## src/hdl/mpm_params.svh

```systemverilog
`ifndef MPM_PARAMS_SVH
`define MPM_PARAMS_SVH

// Data word.
`define MPM_WIDTH 32

// Virtual organisation of 4 banks by 16 rows gives 64 words.
`define MPM_NUMVBNK 4
`define MPM_NUMVROW 16

// One spare physical bank beyond the virtual ones.
`define MPM_NUMPBNK 5

// Two words packed per SRAM row.
`define MPM_NUMWRDS 2
`define MPM_NUMSROW 8

// Cycles from SRAM read enable to read data.
`define MPM_SRAM_DELAY 1

`endif

```

## src/hdl/mpm_pkg.sv

```systemverilog
`default_nettype none

`include "mpm_params.svh"

package mpm_pkg;

  typedef logic [`MPM_WIDTH-1:0] word_t;
  typedef logic [$clog2(`MPM_NUMVBNK*`MPM_NUMVROW)-1:0] addr_t;

  typedef logic [$clog2(`MPM_NUMVBNK)-1:0] vbank_t;
  typedef logic [$clog2(`MPM_NUMPBNK)-1:0] pbank_t;
  typedef logic [$clog2(`MPM_NUMVROW)-1:0] vrow_t;
  typedef logic [$clog2(`MPM_NUMSROW)-1:0] srow_t;

  // One SRAM row holds NUMWRDS words side by side.
  typedef logic [`MPM_NUMWRDS*`MPM_WIDTH-1:0] phy_t;

  // Remap entry for one virtual row.
  typedef struct packed {
    pbank_t [`MPM_NUMVBNK-1:0] pb;   // Physical bank per virtual bank.
    pbank_t                    free; // Bank unused by this row.
  } map_row_t;

endpackage

`default_nettype wire

```

## src/hdl/mpm_row_align.sv

```systemverilog
`timescale 1ns/1ps
`default_nettype none

`include "mpm_params.svh"

module mpm_row_align (
  input  wire                 clk,
  // Virtual row side.
  input  wire                 write,
  input  wire mpm_pkg::vrow_t wr_row,
  input  wire mpm_pkg::word_t din,
  input  wire                 read,
  input  wire mpm_pkg::vrow_t rd_row,
  // SRAM side.
  output logic                mem_write,
  output mpm_pkg::srow_t      mem_wr_adr,
  output mpm_pkg::phy_t       mem_bw,
  output mpm_pkg::phy_t       mem_din,
  output logic                mem_read,
  output mpm_pkg::srow_t      mem_rd_adr,
  input  wire mpm_pkg::phy_t  mem_dout,
  output mpm_pkg::word_t      rd_word
);

  import mpm_pkg::*;

  localparam int SLOT_W = $clog2(`MPM_NUMWRDS);

  logic [SLOT_W-1:0] wr_slot;
  logic [SLOT_W-1:0] rd_slot;
  logic [SLOT_W-1:0] rd_slot_q; // Slot of the read in flight.

  // Low row bits pick the word within the SRAM row.
  assign wr_slot = wr_row[SLOT_W-1:0];
  assign rd_slot = rd_row[SLOT_W-1:0];

  assign mem_write  = write;
  assign mem_wr_adr = srow_t'(wr_row >> SLOT_W);
  assign mem_din    = {`MPM_NUMWRDS{din}};
  assign mem_bw     = phy_t'({`MPM_WIDTH{1'b1}}) << (wr_slot * `MPM_WIDTH);

  assign mem_read   = read;
  assign mem_rd_adr = srow_t'(rd_row >> SLOT_W);

  always_ff @(posedge clk) begin
    if (read) begin
      rd_slot_q <= rd_slot;
    end
  end

  assign rd_word = mem_dout[rd_slot_q*`MPM_WIDTH +: `MPM_WIDTH];

endmodule

`default_nettype wire

```

## config.mk

```make
export PLATFORM = sky130hd
export DESIGN_NAME = mpm_row_align
export DESIGN_NICKNAME = d
export VERILOG_FILES = /design/src/hdl/mpm_pkg.sv /design/src/hdl/mpm_row_align.sv
export VERILOG_INCLUDE_DIRS = /design/src /design/src/hdl
export SDC_FILE = /design/constraint.sdc
export NUM_CORES = 1
export LEC_CHECK = 0
export BUFFER_PORTS_ARGS = -buffer_cell sky130_fd_sc_hd__buf_2
export CAP_MARGIN = 20
export CORE_AREA = 3 3 107 109
export DETAILED_ROUTE_END_ITERATION = 8
export DIE_AREA = 0 0 110 112
export HOLD_SLACK_MARGIN = 0.1
export SKIP_CTS_REPAIR_TIMING = 1
export SYNTH_ARGS = -nofsm -noshare
export SYNTH_HDL_FRONTEND = slang
export SYNTH_SLANG_ARGS = --single-unit
```

## constraint.sdc

```tcl
create_clock -name clk -period 2.9 [get_ports clk]
set_clock_uncertainty 0.05 [all_clocks]
set_input_delay 0.58 -clock clk [delete_from_list [all_inputs] [get_ports clk]]
set_output_delay 0.58 -clock clk [all_outputs]
set_load 0.1 [all_outputs]
```

==> impl_metrics.py <==
metrics = {
    "power": {
        "p_clk_share_pct": 0,
        "p_leak_nw": 0.9241,
        "p_int_mw": 0.1696,
        "irDropWorstVdd_v": 0.0001571,
        "power_frac_comb_pct": 98.0,
        "p_seq_share_pct": 2.0,
        "p_total_mw": 0.9016,
        "p_per_area_nw_per_um2": 594.1,
        "switchingPower_mw": 0.7320,
        "swShare_pct": 81.19,
    },
    "critical_path": {
        "slowest_stage": "buf_2",
        "path_delay_family": "buffers and inverters",
        "cp_cell_sequence": "buf_2, inv_1, buf_4, buf_2",
        "start_kind": "input pin",
        "critPathKind": "input pin to primary output",
        "timing.critical_path.buf_inv": 4,
        "crit_arrival_ns": 1.63,
        "max_stage_delay_ns": 0.47,
        "cp-end-kind": "primary output",
        "worstPathRequired_ns": 2.27,
        "cp_common_cell": "buf_2",
        "path_max_fanout": 33,
    },
    "timing": {
        "setup_viol": 0,
        "timing.final.max_slew_violations": 0,
        "fmax_mhz": 443.3,
        "finalCritPeriodShare_pct": 77.79,
        "grt_setup_unrepaired": "false",
        "slew_headroom_pct": 64.25,
        "fin_crit_ns": 2.256,
        "hold_viol_final": 0,
        "tightest_slew_ns": 0.5362,
        "setup-tns-final_ns": 0,
    },
    "place": {
        "finalWeightedCongestion": 0.5892,
        "dp_hpwl_mm": 3.107,
        "dp_cells": 340,
        "placement.io_buffers": 164,
    },
    "die": {
        "die_area_um2": 12320,
        "initial_core_util_pct": 14.88,
        "rows": 38,
        "core-area_um2": 10700,
        "die_h_um": 112,
        "ios": 275,
        "die_x_um": 110,
    },
    "global_routing": {
        "grt_usage_pct": 4.039,
        "antenna_found_initial": 0,
        "grt_pass1_vias": 893,
        "grt_pass1_wl_mm": 4.029,
        "grt-ovfl-total": 0,
        "grt_start_max_net_pins": 34,
    },
    "worst_hold_path": {
        "worst_hold_path_type": "input pin to flip-flop",
    },
    "layout": {
        "drive_gt1_share_pct": 99.00,
        "largest_reg_flops": 1,
        "instances_no_fill": 340,
        "finalNetCount": 309,
        "top_regs": "rd_slot_q x1",
        "num_antenna_cells": 0,
        "area_delta_synth_final_pct": -4.638,
        "top_register": "rd_slot_q",
    },
    "synth": {
        "seq_area_frac_synth_pct": 1.887,
        "synth_cell_types": 7,
        "synth_warnings": 0,
        "synth_seq_cells": 1,
        "synthCells": 173,
        "syn-cell-area_um2": 1592,
        "syn_area_per_cell_um2": 9.200,
        "syn_nets": 280,
    },
    "routing": {
        "first_pass_iters": 2,
        "routed_wl_mm": 3.453,
        "drcViolationCount": 0,
        "drt_iter0_markers": 12,
        "ant_nets": 0,
        "avgRoutedWirePerCell_um": 10.16,
        "viasPerCell": 3.115,
        "vias": 1059,
    },
    "flow_run": {
        "max_cap_viol_count": 0,
    },
    "cts": {
        "clk_pin_slew_ns": 0,
    },
    "run_status": {
        "status": "completed",
    },
}
-- power groups by stage --
stage,Combinational (mW),Sequential [mW],Clock (mW)
final,0.884,0.0177,0
after global routing,0.906,0.0180,0
after CTS,0.888,0.0177,0
after detailed placement,0.888,0.0177,0
after global placement,0.885,0.0177,0
after floorplan,1.30,0.0179,0
-- synth_stat cells (all sizes together) --
master	count	area share, %
buf	139	68
inv	1	0.24
edfxtp	1	1.9
mux2	32	30
-- through the flow --
stage               setup WS (ns)  cell area [µm²]  hold WS (ns)  util, %
CTS                        0.6069             1518        0.7173    14.19
detailed placement         0.6087             1518        0.7168    14.19
floorplan                  0.2050             1592        0.6289        -
finish                     0.6441             1518        0.7158    14.19
global placement           0.6359             1518        0.7086    14.19
global route               0.5052             1518        0.7225    14.19
-- cells by family (layout without fill, tap and decap cells) --
group,Yosys count,in the layout,share of synthesized area (%)
muxes,32,32,29.72
buffers and inverters,140,167,68.40
DFF,1,1,1.887
-- layer usage --
layer  vias to the layer above  GRT usage, %  wire, µm
li1                        466             -         -
met1                       433         2.137       839
met5                         -             0         0
met4                         0         2.909       228
met2                       131         9.426      1677
met3                        29        0.8116       707
-- worst paths after layout --
| kind | from | slack (ns) | end | cells after the start |
|---|---|---|---|---|
| max | wr_row[0] | 0.64 | mem_bw[14] | 4 |
| min | rd_row[0] | 0.72 | rd_slot_q | 1 |
-- cell usage in the layout, fill, tap and decap left out --
master,instances
inv_1,1
edfxtp_1,1
mux2_4,30
buf_4,2
mux2_2,2
buf_2,164
-- area by class of cell --
type | instances | area [µm²]
multi-input cells | 32 | 473.0
well taps | 140 | 175.2
flip-flops and latches | 1 | 30.03
inverters | 1 | 3.754
fillers | 1235 | 9180
repair buffers | 166 | 835.8
No activity file was read; power rests on OpenSTA's default activity.
