$ cat config.mk
export PLATFORM = sky130hd
export DESIGN_NAME = mpm_sram_1r1w
export DESIGN_NICKNAME = d
export VERILOG_FILES = /design/src/hdl/mpm_pkg.sv /design/src/hdl/mpm_sram_1r1w.sv
export VERILOG_INCLUDE_DIRS = /design/src /design/src/hdl
export SDC_FILE = /design/constraint.sdc
export NUM_CORES = 1
export LEC_CHECK = 0
export BUFFER_PORTS_ARGS = -buffer_cell sky130_fd_sc_hd__buf_2
export CAP_MARGIN = 20
export CORE_MARGIN = 4
export CORE_UTILIZATION = 43
export CTS_CLUSTER_DIAMETER = 60
export DETAILED_ROUTE_END_ITERATION = 10
export SYNTH_ARGS = -nofsm -noshare
export SYNTH_HDL_FRONTEND = slang
export SYNTH_SLANG_ARGS = --single-unit
export TNS_END_PERCENT = 1
$ cat constraint.sdc
create_clock -name clk -period 7.2 [get_ports clk]
set_input_delay 1.44 -clock clk [delete_from_list [all_inputs] [get_ports clk]]
set_output_delay 1.44 -clock clk [all_outputs]
set_load 0.01 [all_outputs]
$ cat src/hdl/mpm_params.svh
`ifndef MPM_PARAMS_SVH
`define MPM_PARAMS_SVH

// Data word.
`define MPM_WIDTH 32

// Virtual organisation of 4 banks by 16 rows gives 64 words.
`define MPM_NUMVBNK 4
`define MPM_NUMVROW 16

// One spare physical bank beyond the virtual ones.
`define MPM_NUMPBNK 5

// Two words packed per SRAM row.
`define MPM_NUMWRDS 2
`define MPM_NUMSROW 8

// Cycles from SRAM read enable to read data.
`define MPM_SRAM_DELAY 1

`endif

$ cat src/hdl/mpm_pkg.sv
`default_nettype none

`include "mpm_params.svh"

package mpm_pkg;

  typedef logic [`MPM_WIDTH-1:0] word_t;
  typedef logic [$clog2(`MPM_NUMVBNK*`MPM_NUMVROW)-1:0] addr_t;

  typedef logic [$clog2(`MPM_NUMVBNK)-1:0] vbank_t;
  typedef logic [$clog2(`MPM_NUMPBNK)-1:0] pbank_t;
  typedef logic [$clog2(`MPM_NUMVROW)-1:0] vrow_t;
  typedef logic [$clog2(`MPM_NUMSROW)-1:0] srow_t;

  // One SRAM row holds NUMWRDS words side by side.
  typedef logic [`MPM_NUMWRDS*`MPM_WIDTH-1:0] phy_t;

  // Remap entry for one virtual row.
  typedef struct packed {
    pbank_t [`MPM_NUMVBNK-1:0] pb;   // Physical bank per virtual bank.
    pbank_t                    free; // Bank unused by this row.
  } map_row_t;

endpackage

`default_nettype wire

$ cat src/hdl/mpm_sram_1r1w.sv
`timescale 1ns/1ps
`default_nettype none

`include "mpm_params.svh"

module mpm_sram_1r1w (
  input  wire                 clk,
  input  wire                 mem_write,
  input  wire mpm_pkg::srow_t mem_wr_adr,
  input  wire mpm_pkg::phy_t  mem_bw,
  input  wire mpm_pkg::phy_t  mem_din,
  input  wire                 mem_read,
  input  wire mpm_pkg::srow_t mem_rd_adr,
  output mpm_pkg::phy_t       mem_dout
);

  import mpm_pkg::*;

  phy_t mem [`MPM_NUMSROW];

  always_ff @(posedge clk) begin
    if (mem_write) begin
      mem[mem_wr_adr] <= (mem[mem_wr_adr] & ~mem_bw) | (mem_din & mem_bw);
    end
    if (mem_read) begin
      mem_dout <= mem[mem_rd_adr]; // Old data on a same-edge write.
    end
  end

endmodule

`default_nettype wire

==> results_dict.tcl, run 1 <==
set metrics [dict create \
    hold-path-cell-count 2 \
    numPortBuffers 200 \
    r2r_end "mem[4][63]" \
    ant_nets 0 \
    cts_tree "done" \
    power_frac_seq_pct 50.9 \
    place_area_sq_um 27900 \
    cts-resized-gates 0 \
    hold_path.class "reg -> reg" \
    grt_max_degree 86 \
    synth_area_sq_um 26000 \
    period_minus_slack_ns 3.84 \
    final.setup.tns_ns 0 \
    ctsHoldBuffers 0 \
    path_cells "buf_4, nand2b_2, buf_4, nor2_4, buf_12" \
    power_switching_mw 1.75 \
    grt_pass1_wl_mm 101 \
    p_int_mw 5.89 \
    grt-ovfl-total 0 \
    async_flop_share_pct 0 \
    track_usage_pct 21.1 \
    diodes 0 \
    dieArea_sq_um 64500 \
    synthTopCellsByArea "edfxtp_1 66%, mux4_2 11%, mux2_2 8.4%" \
    fmax_mhz 261 \
    cts_buffers 61 \
    start_util_pct 43.8 \
    rows 89 \
    dr.pass1.iters 5 \
    place_ws_ns 2.71 \
    netlist.area_leader.share_pct 66.5 \
    synth_edf_count 576 \
    criticalPathCategory "in -> reg" \
    drtIter0Drc 1151 \
    drive_gt1_share_pct 41.3 \
    routed_wl_mm 69.2 \
    rsz0062_at_grt "no" \
    p_per_area_nw_per_um2 256 \
    post-route-period-util_pct 53.3 \
    start_kind "input port" \
    gp_congestion 0.778 \
    ctsLongestPathBuffers 3 \
    cts-root-buf "clkbuf_16" \
    clock_latency_ns 0.63 \
    drv_slew 0 \
    final_cell_mix "576 x edfxtp_1, 194 x mux2_2, 193 x buf_2, 129 x mux4_2, 94 x mux2i_1" \
    status "complete, no violations" \
    yosys.area.top_type "edfxtp_1" \
    timing.rr.start "mem[6][63]" \
    utilization_pct 50.2 \
    cts.sinks 576 \
    synth_top_flop_cell "edfxtp_1" \
    fp.dieW_um 254 \
    final_area_sq_um 29800 \
    cp-endpoint "mem[5][25]" \
    postSynthAreaPerCell_sq_um 18.8 \
    slowest_stage "nor2_4" \
    postSynthNetCount 1522 \
    ys.warnings.count 0 \
    route.vias.total 14800 \
    seq_area_frac_synth_pct 66.5 \
    hpwlAfterDp_mm 39.3 \
    cap_violations 0 \
    slew_headroom_pct 28.3 \
    p_leak_nw 10.0 \
    grt_pass1_vias 15500 \
    power_frac_clock_pct 40.2 \
    rr_worst_depth 4 \
    ys_seq_elements 576 \
    post-cts-setup-buffer-count 0 \
    setup_slack_ns 3.36 \
    viasPerCell 6.18 \
    layout_commonest_cell "edfxtp_1" \
    core_area_sq_um 59500 \
    slowest_delay_ns 0.89 \
    final_nets 1706 \
    area_growth_pct 14.6 \
    cp.arrival_ns 4.13 \
    cts.clk_slew.worst_paths_ns 0.06 \
    synthDistinctLibCells 33 \
    route.detailed.drc 0 \
    final_hold_viol_count 0 \
    rrSetupSlack_ns 5.45 \
    swShare_pct 22.9 \
    crit_path_start "mem_wr_adr[0]" \
    worstPathRequired_ns 7.50 \
    comb_power_share_pct 9.0 \
    critical_path.max_fanout 40 \
    tightest_slew_ns 1.07 \
    antenna_found_initial 0 \
    h-tree-depth 2 \
    end_kind "register" \
    crit_top_cell "buf_4" \
    fin_skew_ns 0.0102 \
    ir_drop_mv 0.189 \
    finalSetupViolations 0 \
    die_h_um 254 \
    post_drt_wl_per_cell_um 28.9 \
    ios 201 \
    synth_cells 1385 \
]
## logic make-up (layout without fill, tap and decap cells)
| family | count (synthesis) | count (layout) | synth area share (%) |
|---|---|---|---|
| DFF | 576 | 576 | 66.5 |
| muxes | 428 | 428 | 23.8 |
| AOI/OAI and AO/OA | 212 | 212 | 6.52 |
| buffers and inverters | 129 | 366 | 2.40 |
| and+or+nand+nor | 40 | 40 | 0.798 |
## worst max-delay path: cells and delay by family
family	cells	cell delay (ns)
buffers and inverters	3	1.30
and+or+nand+nor	2	1.28
## per-layer routing
metal | up-vias | GRT usage [%] | wire [um]
li1 | 6311 | - | -
met3 | 106 | 3.37 | 4610
met2 | 573 | 34.1 | 33200
met5 | - | 0 | 0
met1 | 7806 | 30.2 | 29900
met4 | 0 | 5.61 | 1530
## metrics by stage
step	cells	total power, mW	hold slack [ns]
after floorplan	1385	4.38	0.750
after global placement	2277	4.63	0.766
after detailed placement	2279	4.64	0.774
after CTS	2395	7.71	0.790
after global routing	2395	7.90	0.813
final	2395	7.64	0.791
## how the worst min path moves through the flow
| stage | start | endpoint |
|---|---|---|
| 3_3_place_gp | mem[2][6] | mem_dout[6] |
| 4_1_cts | mem[2][10] | mem_dout[10] |
| 3_5_place_dp | mem[2][10] | mem_dout[10] |
| 6_report | mem[4][35] | mem_dout[35] |
| 5_1_grt | mem[2][28] | mem_dout[28] |
| 2_1_floorplan | mem[7][62] | mem_dout[62] |
## power by group through the flow
| stage | clock network, mW | registers (mW) | logic (mW) |
|---|---|---|---|
| 2_1_floorplan | 0 | 3.96 | 0.420 |
| 3_3_place_gp | 0 | 3.95 | 0.680 |
| 3_5_place_dp | 0 | 3.95 | 0.690 |
| 4_1_cts | 3.13 | 3.88 | 0.693 |
| 5_1_grt | 3.27 | 3.89 | 0.734 |
| 6_report | 3.07 | 3.88 | 0.685 |
## cells in the mapped netlist (2+ instances only)
| library cell | number |
|---|---|
| a32oi_1 | 47 |
| buf_1 | 6 |
| mux4_2 | 129 |
| edfxtp_1 | 576 |
| o2bb2ai_1 | 16 |
| a21oi_1 | 18 |
| clkbuf_1 | 38 |
| a211oi_1 | 15 |
| mux2_2 | 194 |
| buf_4 | 13 |
| nor2_1 | 11 |
| nand2_1 | 6 |
| a31oi_1 | 3 |
| nand4_1 | 14 |
| mux2_4 | 10 |
| mux2i_1 | 94 |
| o221ai_1 | 60 |
| inv_1 | 21 |
| buf_2 | 47 |
| buf_6 | 3 |
| o22ai_1 | 2 |
| and2_1 | 2 |
| nand2b_1 | 2 |
| a22oi_1 | 47 |
| nor2b_1 | 3 |
## state kept, by name (all words and copies together) (netlist names)
signal and flops:
mem_dout 64, mem 512
## layout make-up
class,instances,area (sq um)
fill,4919,29600
sequential,576,17300
multi-input combinational,680,8180
clock buffer,71,1590
timing repair buffer,229,1330
tap,773,967
clock inverter,45,385
inverter,21,78.8
(Power assumes the default switching activity.)
==> inputs of run 2 (changes only) <==
--- a/config.mk
+++ b/config.mk
@@ -6,6 +6,7 @@
 export SDC_FILE = /design/constraint.sdc
 export NUM_CORES = 1
 export LEC_CHECK = 0
+export ABC_AREA = 1
 export BUFFER_PORTS_ARGS = -buffer_cell sky130_fd_sc_hd__buf_2
 export CAP_MARGIN = 20
 export CORE_MARGIN = 4
==> constraint.sdc (replaced) <==
create_clock -name clk -period 3.9 [get_ports clk]
set_input_delay 0.78 -clock clk [delete_from_list [all_inputs] [get_ports clk]]
set_output_delay 0.78 -clock clk [all_outputs]
set_load 0.01 [all_outputs]
==> run 2 against run 1 <==
Power rose by 83%. Cell count increased by 71%. Via count increased by 48%. Register-to-register slack worse by 3.0 ns. Synthesized cell count up 120%. Critical endpoint is now mem[3][62].
==> results_dict.tcl, run 2 <==
set metrics [dict create \
    core_area_sq_um 64600 \
    die_h_um 264 \
    layout_commonest_cell "nand2_1" \
    start_util_pct 43.5 \
    crit_top_cell "nand2_1" \
    slew_headroom_pct 24.4 \
    diodes 0 \
    drive_gt1_share_pct 12.2 \
    synthTopCellsByArea "edfxtp_1 62%, nand2_1 9.3%, nand3_1 6.3%" \
    place_area_sq_um 30000 \
    routed_wl_mm 82.4 \
    tightest_slew_ns 1.13 \
    ios 201 \
    ctsLongestPathBuffers 3 \
    hold_path.class "reg -> reg" \
    synthDistinctLibCells 17 \
    period_minus_slack_ns 2.38 \
    met2_usage_pct 38.6 \
    rows 93 \
    filler_cell_count 5898 \
    finalSetupViolations 0 \
    postSynthNetCount 3203 \
    start_kind "input port" \
    netlist.area_leader.share_pct 61.6 \
    slowest_stage "clkinv_2" \
    async_flop_share_pct 0 \
    ant_nets 0 \
    fin_skew_ns 0.0144 \
    synth_top_flop_cell "edfxtp_1" \
    final_area_sq_um 31800 \
    postSynthAreaPerCell_sq_um 9.16 \
    cap_violations 0 \
    seq_area_frac_synth_pct 61.6 \
    cts_tree "done" \
    final.setup.tns_ns 0 \
    top_regs "mem: 512 flops, mem_dout: 64 flops" \
    p_leak_nw 13.4 \
    grt-ovfl-total 0 \
    largest_reg_flops 512 \
    final_hold_viol_count 0 \
    met1_usage_pct 29.4 \
    h-tree-depth 2 \
    slowest_delay_ns 0.65 \
    fin_cells 4101 \
    synth_most_common_cell "nand2_1" \
    post-cts-setup-buffer-count 0 \
    regMostFlops "mem" \
    drtIter0Drc 1788 \
    path_cells "buf_2, nand2_1, clkinv_2, buf_4, nand3_1, nand2_1, nor2_1, a21oi_1" \
    cp.arrival_ns 2.70 \
    grt_pass1_wl_mm 124 \
    numPortBuffers 200 \
    clock_latency_ns 0.62 \
    ctsHoldBuffers 0 \
    finalPower_mw 14.0 \
    final-seq-area_sq_um 17300 \
    rsz0062_at_grt "no" \
    grt.busiest_layer "met2" \
    cts.sinks 576 \
    cts-root-buf "clkbuf_16" \
    viasPerCell 5.35 \
    ir_drop_mv 0.335 \
    synth_cells 3066 \
    dr.pass1.iters 5 \
    cts_buffers 61 \
    met3_usage_pct 4.55 \
    dieArea_sq_um 69500 \
    route.vias.total 22000 \
    multi_input_area_sq_um 8360 \
    synth_edf_count 576 \
    worstPathRequired_ns 4.22 \
    drv_slew 0 \
    area_growth_pct 13.2 \
    antenna_found_initial 3 \
    hpwlAfterDp_mm 44.5 \
    p_per_area_nw_per_um2 440 \
    cts-resized-gates 0 \
    route.detailed.drc 0 \
    post-route-period-util_pct 61.0 \
    grt_pass1_vias 21600 \
    final_cell_mix "694 x nand2_1, 576 x edfxtp_1, 429 x inv_1, 351 x nand3_1, 275 x nor2_1" \
    post_drt_wl_per_cell_um 20.1 \
    fp.dieW_um 264 \
    gp_congestion 0.835 \
    critical_path.max_fanout 30 \
    status "complete, no violations" \
    end_kind "register" \
    yosys-top-cells-count "694 x nand2_1, 576 x edfxtp_1, 429 x inv_1, 351 x nand3_1, 285 x nor2_1" \
    criticalPathCategory "in -> reg" \
    synth_area_sq_um 28100 \
    final_nets 3334 \
    yosys.area.top_type "edfxtp_1" \
    ys_seq_elements 576 \
    fmax_mhz 420 \
    track_usage_pct 22.8 \
    timing.hold.ws_ns 0.640 \
    cts.clk_slew.worst_paths_ns 0.06 \
    grt_max_degree 227 \
    ys.warnings.count 0 \
    place_inst 3989 \
]
-- run 2: layout make-up --
cell class                 instances  share of cell area, %
clock inverter                    35                  0.779
sequential                       576                   54.4
timing repair buffer             247                   4.96
clock buffer                      77                   4.99
multi-input combinational       1874                   26.3
tap                              855                   3.36
inverter                         437                   5.21
-- run 2: per-layer routing --
| layer | vias up | wire length, um |
|---|---|---|
| met2 | 954 | 39700 |
| li1 | 10400 | - |
| met1 | 10400 | 33400 |
| met3 | 191 | 6920 |
| met4 | 4 | 2350 |
| met5 | - | 27 |
-- run 2: kinds of logic (layout without fill, tap and decap cells) --
logic type / Yosys count / after routing / share of synthesized area (%)
AOI/OAI and AO/OA: 495 / 495 / 9.04
DFF: 576 / 576 / 61.6
buffers and inverters: 616 / 796 / 8.96
and+or+nand+nor: 1379 / 1379 / 20.4
-- run 2: path summary, 6_finish.rpt --
check / startpoint / end / slack (ns) / cells past startpoint
max: mem_wr_adr[2] / mem[3][62] / 1.52 / 8
min: mem[3][39] / mem_dout[39] / 0.64 / 4
max reg2reg: mem[7][43] / mem[1][43] / 2.45 / 6
min reg2reg: mem[3][39] / mem_dout[39] / 0.64 / 4
-- run 2: report_power, final --
group | switching, mW | internal (mW) | total, mW
sequential | 0.0570 | 7.11 | 7.17
clock | 2.33 | 3.06 | 5.39
combinational | 1.02 | 0.402 | 1.42
total | 3.41 | 10.6 | 14.0
-- run 2: worst max-delay path: cells and delay by family --
family | cells | cell delay (ns)
and+or+nand+nor | 4 | 0.47
AOI/OAI and AO/OA | 1 | 0.17
buffers and inverters | 3 | 1.28
-- run 2: through the flow --
| stage | utilization, % | setup slack (ns) |
|---|---|---|
| final | 49.2 | 1.52 |
| after global routing | 49.2 | 1.43 |
| after CTS | 49.2 | 1.55 |
| after detailed placement | 46.4 | 0.894 |
| after global placement | 46.4 | 0.947 |
| after floorplan | - | -0.720 |
